**config.mk**
```make
export PLATFORM = sky130hd
export DESIGN_NAME = id_stage_top
export DESIGN_NICKNAME = d
export VERILOG_FILES = /design/src/hdl/rv_isa_pkg.sv /design/src/hdl/id_ctrl_pkg.sv /design/src/hdl/id_decoder.sv /design/src/hdl/id_operand_select.sv /design/src/hdl/id_ex_pipe_reg.sv /design/src/hdl/id_stage_top.sv
export VERILOG_INCLUDE_DIRS = /design/src /design/src/hdl
export SDC_FILE = /design/constraint.sdc
export NUM_CORES = 1
export LEC_CHECK = 0
export ABC_CLOCK_PERIOD_IN_PS = 3200
export BUFFER_PORTS_ARGS = -buffer_cell sky130_fd_sc_hd__buf_4
export CAP_MARGIN = 20
export CORE_MARGIN = 1
export CORE_UTILIZATION = 30
export DETAILED_ROUTE_END_ITERATION = 8
export PLACE_DENSITY = 0.53
export SLEW_MARGIN = 25
export SYNTH_ARGS = -nofsm -noshare
export SYNTH_HDL_FRONTEND = slang
export SYNTH_HIERARCHICAL = 1
export SYNTH_SLANG_ARGS = --single-unit
export TNS_END_PERCENT = 10
```
**constraint.sdc**
```tcl
create_clock -name clk -period 3.2 [get_ports clk]
set_input_delay 0 -clock clk [delete_from_list [all_inputs] [get_ports clk]]
set_output_delay 0 -clock clk [all_outputs]
set_load 0.02 [all_outputs]
```
**src/hdl/id_config.svh**
```systemverilog
`ifndef ID_CONFIG_SVH
`define ID_CONFIG_SVH

//////////////////////////////
// Decode stage dimensions
//////////////////////////////

// Data path and PC width
`define ID_XLEN 32

// Register file address width
// 32 architectural registers
`define ID_REG_AW 5

// Link offset for a 32-bit instruction
// No compressed instructions in this core
`define ID_PC_INCR 32'd4

`endif

```
**src/hdl/rv_isa_pkg.sv**
```systemverilog
`include "id_config.svh"

package rv_isa_pkg;

  //////////////////////////////
  // Major opcodes
  //////////////////////////////

  // Only the kept RV32I subset
  typedef enum logic [6:0] {
    OPCODE_OP_IMM = 7'h13,
    OPCODE_OP     = 7'h33,
    OPCODE_LUI    = 7'h37,
    OPCODE_AUIPC  = 7'h17,
    OPCODE_JAL    = 7'h6f
  } opcode_e;

  // ALU function field, shared by OP and OP_IMM
  typedef enum logic [2:0] {
    F3_ADD_SUB = 3'b000,
    F3_SLL     = 3'b001,
    F3_SLT     = 3'b010,
    F3_SLTU    = 3'b011,
    F3_XOR     = 3'b100,
    F3_SRL_SRA = 3'b101,
    F3_OR      = 3'b110,
    F3_AND     = 3'b111
  } funct3_e;

  //////////////////////////////
  // Instruction field positions
  //////////////////////////////

  localparam int unsigned FUNCT7_MSB = 31;
  localparam int unsigned FUNCT7_LSB = 25;
  localparam int unsigned RS2_MSB    = 24;
  localparam int unsigned RS2_LSB    = 20;
  localparam int unsigned RS1_MSB    = 19;
  localparam int unsigned RS1_LSB    = 15;
  localparam int unsigned FUNCT3_MSB = 14;
  localparam int unsigned FUNCT3_LSB = 12;
  localparam int unsigned RD_MSB     = 11;
  localparam int unsigned RD_LSB     = 7;
  localparam int unsigned OPCODE_MSB = 6;

  // funct7 encodings, ALT picks SUB and SRA
  localparam logic [6:0] FUNCT7_BASE = 7'b000_0000;
  localparam logic [6:0] FUNCT7_ALT  = 7'b010_0000;

  // Hardwired zero register
  localparam logic [`ID_REG_AW-1:0] REG_X0 = '0;

endpackage

```
**src/hdl/id_ctrl_pkg.sv**
```systemverilog
package id_ctrl_pkg;

  //////////////////////////////
  // ALU operation
  //////////////////////////////

  typedef enum logic [3:0] {
    ALU_ADD  = 4'h0,
    ALU_SUB  = 4'h1,
    ALU_SLL  = 4'h2,
    ALU_SLT  = 4'h3,
    ALU_SLTU = 4'h4,
    ALU_XOR  = 4'h5,
    ALU_SRL  = 4'h6,
    ALU_SRA  = 4'h7,
    ALU_OR   = 4'h8,
    ALU_AND  = 4'h9
  } alu_op_e;

  // Value held by the ID/EX register out of reset
  localparam alu_op_e ALU_OP_RESET = ALU_SLTU;

  //////////////////////////////
  // Operand and immediate selects
  //////////////////////////////

  // NONE means EX does not use the operand
  typedef enum logic [1:0] {
    OP_A_NONE = 2'd0,
    OP_A_REG  = 2'd1,
    OP_A_PC   = 2'd2,
    OP_A_ZERO = 2'd3
  } op_a_sel_e;

  typedef enum logic [1:0] {
    OP_B_NONE   = 2'd0,
    OP_B_REG    = 2'd1,
    OP_B_IMM    = 2'd2,
    OP_B_PCINCR = 2'd3
  } op_b_sel_e;

  typedef enum logic [1:0] {
    IMM_I = 2'd0,
    IMM_U = 2'd1,
    IMM_J = 2'd2
  } imm_sel_e;

  // Bypass source, driven by the controller
  typedef enum logic [1:0] {
    FWD_REGFILE = 2'd0,
    FWD_EX      = 2'd1,
    FWD_WB      = 2'd2
  } fwd_sel_e;

endpackage

```
**src/hdl/id_decoder.sv**
```systemverilog
`include "id_config.svh"

module id_decoder (
  input  logic [`ID_XLEN-1:0]     instr_i,
  output id_ctrl_pkg::alu_op_e    alu_op_o,
  output id_ctrl_pkg::op_a_sel_e  op_a_sel_o,
  output id_ctrl_pkg::op_b_sel_e  op_b_sel_o,
  output id_ctrl_pkg::imm_sel_e   imm_sel_o,
  output logic                    rf_we_o,
  output logic [1:0]              rf_re_o,
  output logic                    jmp_o,
  output logic                    illegal_o
);

  rv_isa_pkg::opcode_e   opcode;
  rv_isa_pkg::funct3_e   funct3;
  logic [6:0]            funct7;
  logic [`ID_REG_AW-1:0] rd;
  logic                  f7_base;
  logic                  f7_alt;
  logic                  writes_rd;

  // funct3 to ALU op, alt picks SUB or SRA
  function automatic id_ctrl_pkg::alu_op_e alu_op_map(input rv_isa_pkg::funct3_e f3,
                                                      input logic alt);
    id_ctrl_pkg::alu_op_e op;
    case (f3)
      rv_isa_pkg::F3_ADD_SUB: op = alt ? id_ctrl_pkg::ALU_SUB : id_ctrl_pkg::ALU_ADD;
      rv_isa_pkg::F3_SLL:     op = id_ctrl_pkg::ALU_SLL;
      rv_isa_pkg::F3_SLT:     op = id_ctrl_pkg::ALU_SLT;
      rv_isa_pkg::F3_SLTU:    op = id_ctrl_pkg::ALU_SLTU;
      rv_isa_pkg::F3_XOR:     op = id_ctrl_pkg::ALU_XOR;
      rv_isa_pkg::F3_SRL_SRA: op = alt ? id_ctrl_pkg::ALU_SRA : id_ctrl_pkg::ALU_SRL;
      rv_isa_pkg::F3_OR:      op = id_ctrl_pkg::ALU_OR;
      default:                op = id_ctrl_pkg::ALU_AND;
    endcase
    return op;
  endfunction

  // Field extraction
  assign opcode  = rv_isa_pkg::opcode_e'(instr_i[rv_isa_pkg::OPCODE_MSB:0]);
  assign funct3  = rv_isa_pkg::funct3_e'(instr_i[rv_isa_pkg::FUNCT3_MSB:rv_isa_pkg::FUNCT3_LSB]);
  assign funct7  = instr_i[rv_isa_pkg::FUNCT7_MSB:rv_isa_pkg::FUNCT7_LSB];
  assign rd      = instr_i[rv_isa_pkg::RD_MSB:rv_isa_pkg::RD_LSB];
  assign f7_base = (funct7 == rv_isa_pkg::FUNCT7_BASE);
  assign f7_alt  = (funct7 == rv_isa_pkg::FUNCT7_ALT);

  //////////////////////////////
  // Main decode
  //////////////////////////////

  always_comb begin
    alu_op_o   = id_ctrl_pkg::ALU_ADD;
    op_a_sel_o = id_ctrl_pkg::OP_A_NONE;
    op_b_sel_o = id_ctrl_pkg::OP_B_NONE;
    imm_sel_o  = id_ctrl_pkg::IMM_I;
    rf_re_o    = 2'b00;
    jmp_o      = 1'b0;
    writes_rd  = 1'b0;
    illegal_o  = 1'b0;

    case (opcode)
      rv_isa_pkg::OPCODE_OP_IMM: begin
        op_a_sel_o = id_ctrl_pkg::OP_A_REG;
        op_b_sel_o = id_ctrl_pkg::OP_B_IMM;
        rf_re_o    = 2'b01;
        writes_rd  = 1'b1;
        // No SUBI, only shifts look at funct7
        alu_op_o   = alu_op_map(funct3, f7_alt && (funct3 == rv_isa_pkg::F3_SRL_SRA));
        if (funct3 == rv_isa_pkg::F3_SLL) begin
          illegal_o = !f7_base;
        end else if (funct3 == rv_isa_pkg::F3_SRL_SRA) begin
          illegal_o = !(f7_base || f7_alt);
        end
      end
      rv_isa_pkg::OPCODE_OP: begin
        op_a_sel_o = id_ctrl_pkg::OP_A_REG;
        op_b_sel_o = id_ctrl_pkg::OP_B_REG;
        rf_re_o    = 2'b11;
        writes_rd  = 1'b1;
        alu_op_o   = alu_op_map(funct3, f7_alt);
        // ALT only valid for SUB and SRA
        illegal_o  = !(f7_base || (f7_alt && (funct3 == rv_isa_pkg::F3_ADD_SUB ||
                                              funct3 == rv_isa_pkg::F3_SRL_SRA)));
      end
      rv_isa_pkg::OPCODE_LUI: begin
        op_a_sel_o = id_ctrl_pkg::OP_A_ZERO;
        op_b_sel_o = id_ctrl_pkg::OP_B_IMM;
        imm_sel_o  = id_ctrl_pkg::IMM_U;
        writes_rd  = 1'b1;
      end
      rv_isa_pkg::OPCODE_AUIPC: begin
        op_a_sel_o = id_ctrl_pkg::OP_A_PC;
        op_b_sel_o = id_ctrl_pkg::OP_B_IMM;
        imm_sel_o  = id_ctrl_pkg::IMM_U;
        writes_rd  = 1'b1;
      end
      rv_isa_pkg::OPCODE_JAL: begin
        // ALU forms the link address PC + 4
        op_a_sel_o = id_ctrl_pkg::OP_A_PC;
        op_b_sel_o = id_ctrl_pkg::OP_B_PCINCR;
        imm_sel_o  = id_ctrl_pkg::IMM_J;
        writes_rd  = 1'b1;
        jmp_o      = 1'b1;
      end
      default: begin
        illegal_o = 1'b1;
      end
    endcase

    // Illegal overrides everything decoded above
    if (illegal_o) begin
      op_a_sel_o = id_ctrl_pkg::OP_A_NONE;
      op_b_sel_o = id_ctrl_pkg::OP_B_NONE;
      rf_re_o    = 2'b11;
      writes_rd  = 1'b0;
      jmp_o      = 1'b0;
    end
  end

  // Writes to x0 are dropped here
  assign rf_we_o = writes_rd && (rd != rv_isa_pkg::REG_X0);

  // Illegal encodings must never reach the register file or redirect fetch
  a_illegal_no_effect: assert property (@(instr_i)
    illegal_o |-> (!rf_we_o && !jmp_o && rf_re_o == 2'b11));

endmodule

```
**src/hdl/id_operand_select.sv**
```systemverilog
`include "id_config.svh"

module id_operand_select (
  input  logic [`ID_XLEN-1:0]    instr_i,
  input  logic [`ID_XLEN-1:0]    pc_i,
  input  id_ctrl_pkg::imm_sel_e  imm_sel_i,
  input  id_ctrl_pkg::op_a_sel_e op_a_sel_i,
  input  id_ctrl_pkg::op_b_sel_e op_b_sel_i,
  input  id_ctrl_pkg::fwd_sel_e  fwd_a_sel_i,
  input  id_ctrl_pkg::fwd_sel_e  fwd_b_sel_i,
  input  logic [`ID_XLEN-1:0]    rf_rdata_a_i,
  input  logic [`ID_XLEN-1:0]    rf_rdata_b_i,
  input  logic [`ID_XLEN-1:0]    rf_wdata_ex_i,
  input  logic [`ID_XLEN-1:0]    rf_wdata_wb_i,
  output logic [`ID_XLEN-1:0]    operand_a_o,
  output logic [`ID_XLEN-1:0]    operand_b_o,
  output logic [`ID_XLEN-1:0]    jmp_target_o
);

  // Instruction sign bit sits at the top of funct7
  localparam int unsigned SB = rv_isa_pkg::FUNCT7_MSB;

  logic [`ID_XLEN-1:0] imm_i;
  logic [`ID_XLEN-1:0] imm_u;
  logic [`ID_XLEN-1:0] imm_j;
  logic [`ID_XLEN-1:0] imm;
  logic [`ID_XLEN-1:0] rs1_fw;
  logic [`ID_XLEN-1:0] rs2_fw;

  // Bypass mux, same for both sources
  function automatic logic [`ID_XLEN-1:0] fwd_mux(input id_ctrl_pkg::fwd_sel_e sel,
                                                 input logic [`ID_XLEN-1:0] rf,
                                                 input logic [`ID_XLEN-1:0] ex,
                                                 input logic [`ID_XLEN-1:0] wb);
    logic [`ID_XLEN-1:0] res;
    case (sel)
      id_ctrl_pkg::FWD_EX: res = ex;
      id_ctrl_pkg::FWD_WB: res = wb;
      default:             res = rf;
    endcase
    return res;
  endfunction

  //////////////////////////////
  // Immediates
  //////////////////////////////

  // I type, bits 31:20
  assign imm_i = {{(`ID_XLEN-12){instr_i[SB]}}, instr_i[SB:rv_isa_pkg::RS2_LSB]};

  // U type, upper 20 bits
  assign imm_u = {instr_i[SB:rv_isa_pkg::FUNCT3_LSB], 12'b0};

  // J type, scrambled 20-bit offset in halfwords
  assign imm_j = {{(`ID_XLEN-20){instr_i[SB]}},
                  instr_i[rv_isa_pkg::RS1_MSB:rv_isa_pkg::FUNCT3_LSB],
                  instr_i[rv_isa_pkg::RS2_LSB],
                  instr_i[SB-1:rv_isa_pkg::RS2_LSB+1],
                  1'b0};

  always_comb begin
    case (imm_sel_i)
      id_ctrl_pkg::IMM_U: imm = imm_u;
      id_ctrl_pkg::IMM_J: imm = imm_j;
      default:            imm = imm_i;
    endcase
  end

  //////////////////////////////
  // Forwarding and operands
  //////////////////////////////

  assign rs1_fw = fwd_mux(fwd_a_sel_i, rf_rdata_a_i, rf_wdata_ex_i, rf_wdata_wb_i);
  assign rs2_fw = fwd_mux(fwd_b_sel_i, rf_rdata_b_i, rf_wdata_ex_i, rf_wdata_wb_i);

  always_comb begin
    case (op_a_sel_i)
      id_ctrl_pkg::OP_A_REG: operand_a_o = rs1_fw;
      id_ctrl_pkg::OP_A_PC:  operand_a_o = pc_i;
      // ZERO and unused
      default:               operand_a_o = '0;
    endcase
  end

  always_comb begin
    case (op_b_sel_i)
      id_ctrl_pkg::OP_B_REG:    operand_b_o = rs2_fw;
      id_ctrl_pkg::OP_B_IMM:    operand_b_o = imm;
      id_ctrl_pkg::OP_B_PCINCR: operand_b_o = `ID_PC_INCR;
      default:                  operand_b_o = '0;
    endcase
  end

  // JAL target, resolved in ID
  assign jmp_target_o = pc_i + imm_j;

endmodule

```
**src/hdl/id_ex_pipe_reg.sv**
```systemverilog
`include "id_config.svh"

module id_ex_pipe_reg (
  input  logic                    clk,
  input  logic                    rst_n,
  input  logic                    instr_valid_i,
  input  logic                    kill_i,
  input  logic                    halt_i,
  input  logic                    ex_ready_i,
  input  logic                    illegal_i,
  input  logic                    rf_we_i,
  input  id_ctrl_pkg::alu_op_e    alu_op_i,
  input  id_ctrl_pkg::op_a_sel_e  op_a_sel_i,
  input  id_ctrl_pkg::op_b_sel_e  op_b_sel_i,
  input  logic [`ID_XLEN-1:0]     operand_a_i,
  input  logic [`ID_XLEN-1:0]     operand_b_i,
  input  logic [`ID_XLEN-1:0]     pc_i,
  input  logic [`ID_REG_AW-1:0]   rf_waddr_i,
  output logic                    id_valid_o,
  output logic                    id_ready_o,
  output logic                    ex_valid_o,
  output id_ctrl_pkg::alu_op_e    ex_alu_op_o,
  output logic [`ID_XLEN-1:0]     ex_operand_a_o,
  output logic [`ID_XLEN-1:0]     ex_operand_b_o,
  output logic [`ID_XLEN-1:0]     ex_pc_o,
  output logic                    ex_rf_we_o,
  output logic                    ex_illegal_o,
  output logic [`ID_REG_AW-1:0]   ex_rf_waddr_o
);

  logic transfer;

  // Halt stalls ID, kill flushes it and lets fetch move on
  assign id_valid_o = instr_valid_i && !kill_i && !halt_i;
  assign id_ready_o = kill_i || (ex_ready_i && !halt_i);
  assign transfer   = id_valid_o && ex_ready_i;

  //////////////////////////////
  // ID/EX register
  //////////////////////////////

  always_ff @(posedge clk or negedge rst_n) begin
    if (rst_n == 1'b0) begin
      ex_valid_o     <= 1'b0;
      ex_alu_op_o    <= id_ctrl_pkg::ALU_OP_RESET;
      ex_operand_a_o <= '0;
      ex_operand_b_o <= '0;
      ex_pc_o        <= '0;
      ex_rf_we_o     <= 1'b0;
      ex_illegal_o   <= 1'b0;
      ex_rf_waddr_o  <= rv_isa_pkg::REG_X0;
    end else if (transfer) begin
      ex_valid_o   <= 1'b1;
      ex_alu_op_o  <= alu_op_i;
      ex_rf_we_o   <= rf_we_i;
      ex_illegal_o <= illegal_i;
      ex_pc_o      <= pc_i;
      // Unused operands keep their old value to save toggling
      if (op_a_sel_i != id_ctrl_pkg::OP_A_NONE) begin
        ex_operand_a_o <= operand_a_i;
      end
      if (op_b_sel_i != id_ctrl_pkg::OP_B_NONE) begin
        ex_operand_b_o <= operand_b_i;
      end
      if (rf_we_i) begin
        ex_rf_waddr_o <= rf_waddr_i;
      end
    end else if (ex_ready_i) begin
      // EX consumed its entry, nothing new from ID
      ex_valid_o <= 1'b0;
    end
  end

  // Back-pressure holds the whole EX entry
  a_hold_on_stall: assert property (@(posedge clk) disable iff (!rst_n)
    (ex_valid_o && !ex_ready_i) |=> $stable({ex_valid_o, ex_alu_op_o, ex_operand_a_o,
                                             ex_operand_b_o, ex_pc_o, ex_rf_we_o,
                                             ex_illegal_o, ex_rf_waddr_o}));

  // A killed instruction never counts as valid
  a_kill_not_valid: assert property (@(posedge clk) disable iff (!rst_n)
    kill_i |-> !id_valid_o);

endmodule

```
**src/hdl/id_stage_top.sv**
```systemverilog
`include "id_config.svh"

module id_stage_top (
  input  logic                    clk,
  input  logic                    rst_n,
  // Fetch side
  input  logic                    instr_valid_i,
  input  logic [`ID_XLEN-1:0]     instr_i,
  input  logic [`ID_XLEN-1:0]     pc_i,
  output logic                    id_ready_o,
  // Controller
  input  logic                    kill_i,
  input  logic                    halt_i,
  input  id_ctrl_pkg::fwd_sel_e   fwd_a_sel_i,
  input  id_ctrl_pkg::fwd_sel_e   fwd_b_sel_i,
  // Register file and bypass data
  output logic [`ID_REG_AW-1:0]   rf_raddr_a_o,
  output logic [`ID_REG_AW-1:0]   rf_raddr_b_o,
  output logic [1:0]              rf_re_o,
  input  logic [`ID_XLEN-1:0]     rf_rdata_a_i,
  input  logic [`ID_XLEN-1:0]     rf_rdata_b_i,
  input  logic [`ID_XLEN-1:0]     rf_wdata_ex_i,
  input  logic [`ID_XLEN-1:0]     rf_wdata_wb_i,
  // EX side
  output logic                    id_valid_o,
  input  logic                    ex_ready_i,
  output logic                    ex_valid_o,
  output id_ctrl_pkg::alu_op_e    ex_alu_op_o,
  output logic [`ID_XLEN-1:0]     ex_operand_a_o,
  output logic [`ID_XLEN-1:0]     ex_operand_b_o,
  output logic [`ID_XLEN-1:0]     ex_pc_o,
  output logic                    ex_rf_we_o,
  output logic                    ex_illegal_o,
  output logic [`ID_REG_AW-1:0]   ex_rf_waddr_o,
  // Jump to fetch
  output logic                    jmp_o,
  output logic [`ID_XLEN-1:0]     jmp_target_o
);

  id_ctrl_pkg::alu_op_e   alu_op;
  id_ctrl_pkg::op_a_sel_e op_a_sel;
  id_ctrl_pkg::op_b_sel_e op_b_sel;
  id_ctrl_pkg::imm_sel_e  imm_sel;
  logic                   rf_we;
  logic                   illegal;
  logic [`ID_REG_AW-1:0]  rf_waddr;
  logic [`ID_XLEN-1:0]    operand_a;
  logic [`ID_XLEN-1:0]    operand_b;

  // Register addresses straight from the instruction word
  assign rf_raddr_a_o = instr_i[rv_isa_pkg::RS1_MSB:rv_isa_pkg::RS1_LSB];
  assign rf_raddr_b_o = instr_i[rv_isa_pkg::RS2_MSB:rv_isa_pkg::RS2_LSB];
  assign rf_waddr     = instr_i[rv_isa_pkg::RD_MSB:rv_isa_pkg::RD_LSB];

  id_decoder id_decoder_inst (
    .instr_i    (instr_i),
    .alu_op_o   (alu_op),
    .op_a_sel_o (op_a_sel),
    .op_b_sel_o (op_b_sel),
    .imm_sel_o  (imm_sel),
    .rf_we_o    (rf_we),
    .rf_re_o    (rf_re_o),
    .jmp_o      (jmp_o),
    .illegal_o  (illegal)
  );

  id_operand_select id_operand_select_inst (
    .instr_i       (instr_i),
    .pc_i          (pc_i),
    .imm_sel_i     (imm_sel),
    .op_a_sel_i    (op_a_sel),
    .op_b_sel_i    (op_b_sel),
    .fwd_a_sel_i   (fwd_a_sel_i),
    .fwd_b_sel_i   (fwd_b_sel_i),
    .rf_rdata_a_i  (rf_rdata_a_i),
    .rf_rdata_b_i  (rf_rdata_b_i),
    .rf_wdata_ex_i (rf_wdata_ex_i),
    .rf_wdata_wb_i (rf_wdata_wb_i),
    .operand_a_o   (operand_a),
    .operand_b_o   (operand_b),
    .jmp_target_o  (jmp_target_o)
  );

  id_ex_pipe_reg id_ex_pipe_reg_inst (
    .clk            (clk),
    .rst_n          (rst_n),
    .instr_valid_i  (instr_valid_i),
    .kill_i         (kill_i),
    .halt_i         (halt_i),
    .ex_ready_i     (ex_ready_i),
    .illegal_i      (illegal),
    .rf_we_i        (rf_we),
    .alu_op_i       (alu_op),
    .op_a_sel_i     (op_a_sel),
    .op_b_sel_i     (op_b_sel),
    .operand_a_i    (operand_a),
    .operand_b_i    (operand_b),
    .pc_i           (pc_i),
    .rf_waddr_i     (rf_waddr),
    .id_valid_o     (id_valid_o),
    .id_ready_o     (id_ready_o),
    .ex_valid_o     (ex_valid_o),
    .ex_alu_op_o    (ex_alu_op_o),
    .ex_operand_a_o (ex_operand_a_o),
    .ex_operand_b_o (ex_operand_b_o),
    .ex_pc_o        (ex_pc_o),
    .ex_rf_we_o     (ex_rf_we_o),
    .ex_illegal_o   (ex_illegal_o),
    .ex_rf_waddr_o  (ex_rf_waddr_o)
  );

endmodule

```
==> impl_metrics.ini <==
[hold_path]
hp-class = primary input to flip-flop
whs_path_depth = 4
worstHoldStart = instr_i[27]

[critical_path]
crit_fanout = 3
cp-startpoint = pc_i[1]
worstSetupStartpointType = primary input
worstPathCellList = dlygate4sd3_1 > buf_4 > ha_1 > fa_1 > a21o_1 > nand4_1 > a211oi_1 > or2_1 > a31o_2 > a221oi_2 > xnor2_1 > buf_4
reg2regPathDepth = 1
required_ns = 3.20
crit_type = primary input to output pin
cp_slowest_stage_delay_ns = 0.54
worst_path_most_repeated_cell = buf_4
critical-path-slowest-cell = dlygate4sd3_1
r2r_start = id_ex_pipe_reg_inst/ex_operand_b_o[13]
critPathCaptureType = output pin
crit_arrival_ns = 3.01

[synthesis]
synth_largest_area_cell = dfrtp_1
synth_edf_count = 0
syn_avg_cell_area_um2 = 9.05
syn_inst = 902
synthArstFlopShare = 1.00
ys_warn_count = 6
ys_ff_latch = 108
netlist_top_cells_count = 107 x dfrtp_1, 96 x a22oi_1, 81 x nor2_1, 80 x a21oi_1, 67 x nand2_1
yosys_most_used_dff = dfrtp_1
yosysSeqAreaShare = 0.331
synth_cell_types = 68
synth_nets = 1143
ys_top_cells_by_area = dfrtp_1 33%, a22oi_1 8.8%, mux2_1 8.3%
netlist_area_um2 = 8160
synth_top_area_frac = 0.328
synth_most_common_cell = dfrtp_1

[sta]
setup-tns-final_ns = 0
tightest_slew_ns = 0.897
clock.fmax_mhz = 332
hold_viol_final = 0
rsz0062_at_grt = false
setup_viol = 0
max_slew_margin = 0.402
worst_slack_ns = 0.188
slew_violations = 0
post-route-period-util = 0.941
fin_skew_ns = 0
period_needed_ns = 3.01

[cells_and_area]
synthToLayoutAreaGrowth_pct = 43.8
n_antenna_cell = 0
fillers = 2691
multi_input_area_um2 = 5030
seq_area_um2 = 2700
finalCoreUtilization = 0.438
drive_gt1_frac = 0.365
fin_nets = 1496

[grt]
grt_use_total = 0.258
grt_overflow = 0
grt_pass1_vias = 8678
grt_max_degree = 56
grt_pass1_wl_um = 53700
antenna_found_initial = 0

[pwr]
p_leak_nw = 5.58
peakVddDrop_v = 0.000212
powerDensity_nw_per_um2 = 368

[route]
via_count = 8768
via_per_inst = 5.48
post-route-drc-count = 0
routed_wl_um = 36700
dr.pass1.iters = 6
wl_per_cell_um = 22.9
drt_iter0_markers = 660
drtAntennaViolNets = 0

[floorplan]
row_count = 60
start_util = 0.305
die-area_um2 = 27900
core_area_um2 = 26800
ios = 357
chipHeight_um = 167
die_w_um = 167

[clock_network]
cts_buffer_depth = 2
clk_pin_slew_ns = 0.08
worstSkewPairLatency_ns = 0.36
cts_tree = yes
cts_setup_buffers = 0
numCtsBuffers = 9
cts.sinks = 108
htree_levels = 3
cts-root-buf = clkbuf_16

[placement]
place_congestion = 0.860
post-place-ws_ns = 0.434
numPortBuffers = 356
dp_hpwl_um = 28600

[outcome]
status = complete, no violations

[run]
maxCapViolCount = 0
-- cell families after synthesis --
logic type	Yosys count	share of synthesized area
XOR/XNOR	31	0.0333
buffers and inverters	92	0.0563
adder cells (fa/ha/maj)	39	0.0607
AND/OR/NAND/NOR	205	0.115
multiplexers	106	0.146
AO/OA/AOI/OAI	321	0.257
flip-flops	108	0.331
-- layout by cell type, fill, tap and decap left out, types with 2 or more instances in the layout --
cell type,synthesis,routed
a211oi_1,4,4
nand3_1,8,8
clkinv_4,0,2
ha_1,38,35
a21o_1,16,16
nand4_1,6,6
o211ai_1,4,4
inv_1,17,17
nand2b_1,4,4
dlygate4sd3_1,0,41
o21ai_1,4,5
and4_1,2,2
or2_1,2,2
ha_2,0,3
clkbuf_16,0,9
dfrtp_1,107,107
and3_1,3,3
mux2_1,60,60
buf_4,11,375
o21a_4,2,2
and2_1,4,4
nor2_1,81,81
a31oi_1,4,4
nand4b_1,2,2
a221oi_1,2,2
nor3_1,8,8
o21a_1,4,4
mux2_2,46,46
xnor2_1,19,19
xor2_1,12,12
o21bai_1,4,4
o21ai_0,60,59
nand2_1,67,67
a311oi_1,2,2
o22ai_1,22,22
nor2b_1,5,5
a221oi_2,2,2
a21oi_1,80,79
a22oi_1,96,96
or2b_2,2,2
-- metal layers --
metal  global-route usage  vias to the layer above  share of wire
met5                    0                        -              0
met2                0.432                      391           0.48
li1                     -                     4044              -
met4               0.0890                        0          0.027
met1                0.328                     4275           0.43
met3               0.0523                       58          0.070
-- cell type report --
cell class	count	area share
multi-input cells	702	0.428
repair buffers	417	0.276
flip-flops and latches	108	0.230
well taps	341	0.0363
clock buffers	9	0.0192
inverters	17	0.00543
clock inverters	6	0.00426
-- worst max-delay path: cells and delay by family --
kind | cells | cell delay, ns
AO/OA/AOI/OAI | 4 | 0.93
buffers and inverters | 3 | 0.86
adder cells (fa/ha/maj) | 2 | 0.65
AND/OR/NAND/NOR | 2 | 0.43
XOR/XNOR | 1 | 0.15
-- registers in the layout, summed over array words and instances (netlist names) --
| signal | count |
|---|---|
| id_ex_pipe_reg_inst/ex_operand_b_o | 32 |
| id_ex_pipe_reg_inst/ex_pc_o | 32 |
| id_ex_pipe_reg_inst/ex_rf_waddr_o | 5 |
| id_ex_pipe_reg_inst/ex_illegal_o | 1 |
| id_ex_pipe_reg_inst/ex_rf_we_o | 1 |
| id_ex_pipe_reg_inst/ex_operand_a_o | 32 |
| id_ex_pipe_reg_inst/ex_valid_o | 1 |
| id_ex_pipe_reg_inst/ex_alu_op_o | 4 |
-- report_power, final --
group          internal (mW)  leakage, nW  total (mW)  switching, mW
sequential              1.46         1.44        1.52         0.0543
combinational          0.744         4.01        1.68          0.935
clock                  0.536        0.134        1.13          0.592
total                   2.74         5.58        4.32           1.58
-- what timing repair did --
action | CTS | global route
endpoints found under the setup margin | 0 | 1
resized for setup | 0 | 1
hold buffers | 41 | 0
hold endpoints to repair | 92 | 0
-- worst paths after layout --
check / endpoint / slack, ns
setup / recovery: jmp_target_o[29] / 0.19
hold / removal: id_ex_pipe_reg_inst/ex_operand_b_o[7] / 0.02
setup reg to reg: id_ex_pipe_reg_inst/ex_operand_b_o[13] / 2.38
hold reg to reg: id_ex_pipe_reg_inst/ex_operand_a_o[17] / 0.49
max in group asynchronous: id_ex_pipe_reg_inst/ex_pc_o[16] / 2.17
min in group asynchronous: id_ex_pipe_reg_inst/ex_pc_o[8] / 0.23
-- metrics by stage --
stage               instance area (um2)  power, mW  std cells  hold WS, ns
finish                            11700       4.32       1600       0.0205
global route                      11700       4.53       1600       0.0315
CTS                               11700       4.35       1600      0.00564
detailed placement                11100       3.18       1544        0.114
global placement                  11000       3.17       1544        0.114
floorplan                          8160       2.37        902       -0.296
No activity file was read; power rests on OpenSTA's default activity.
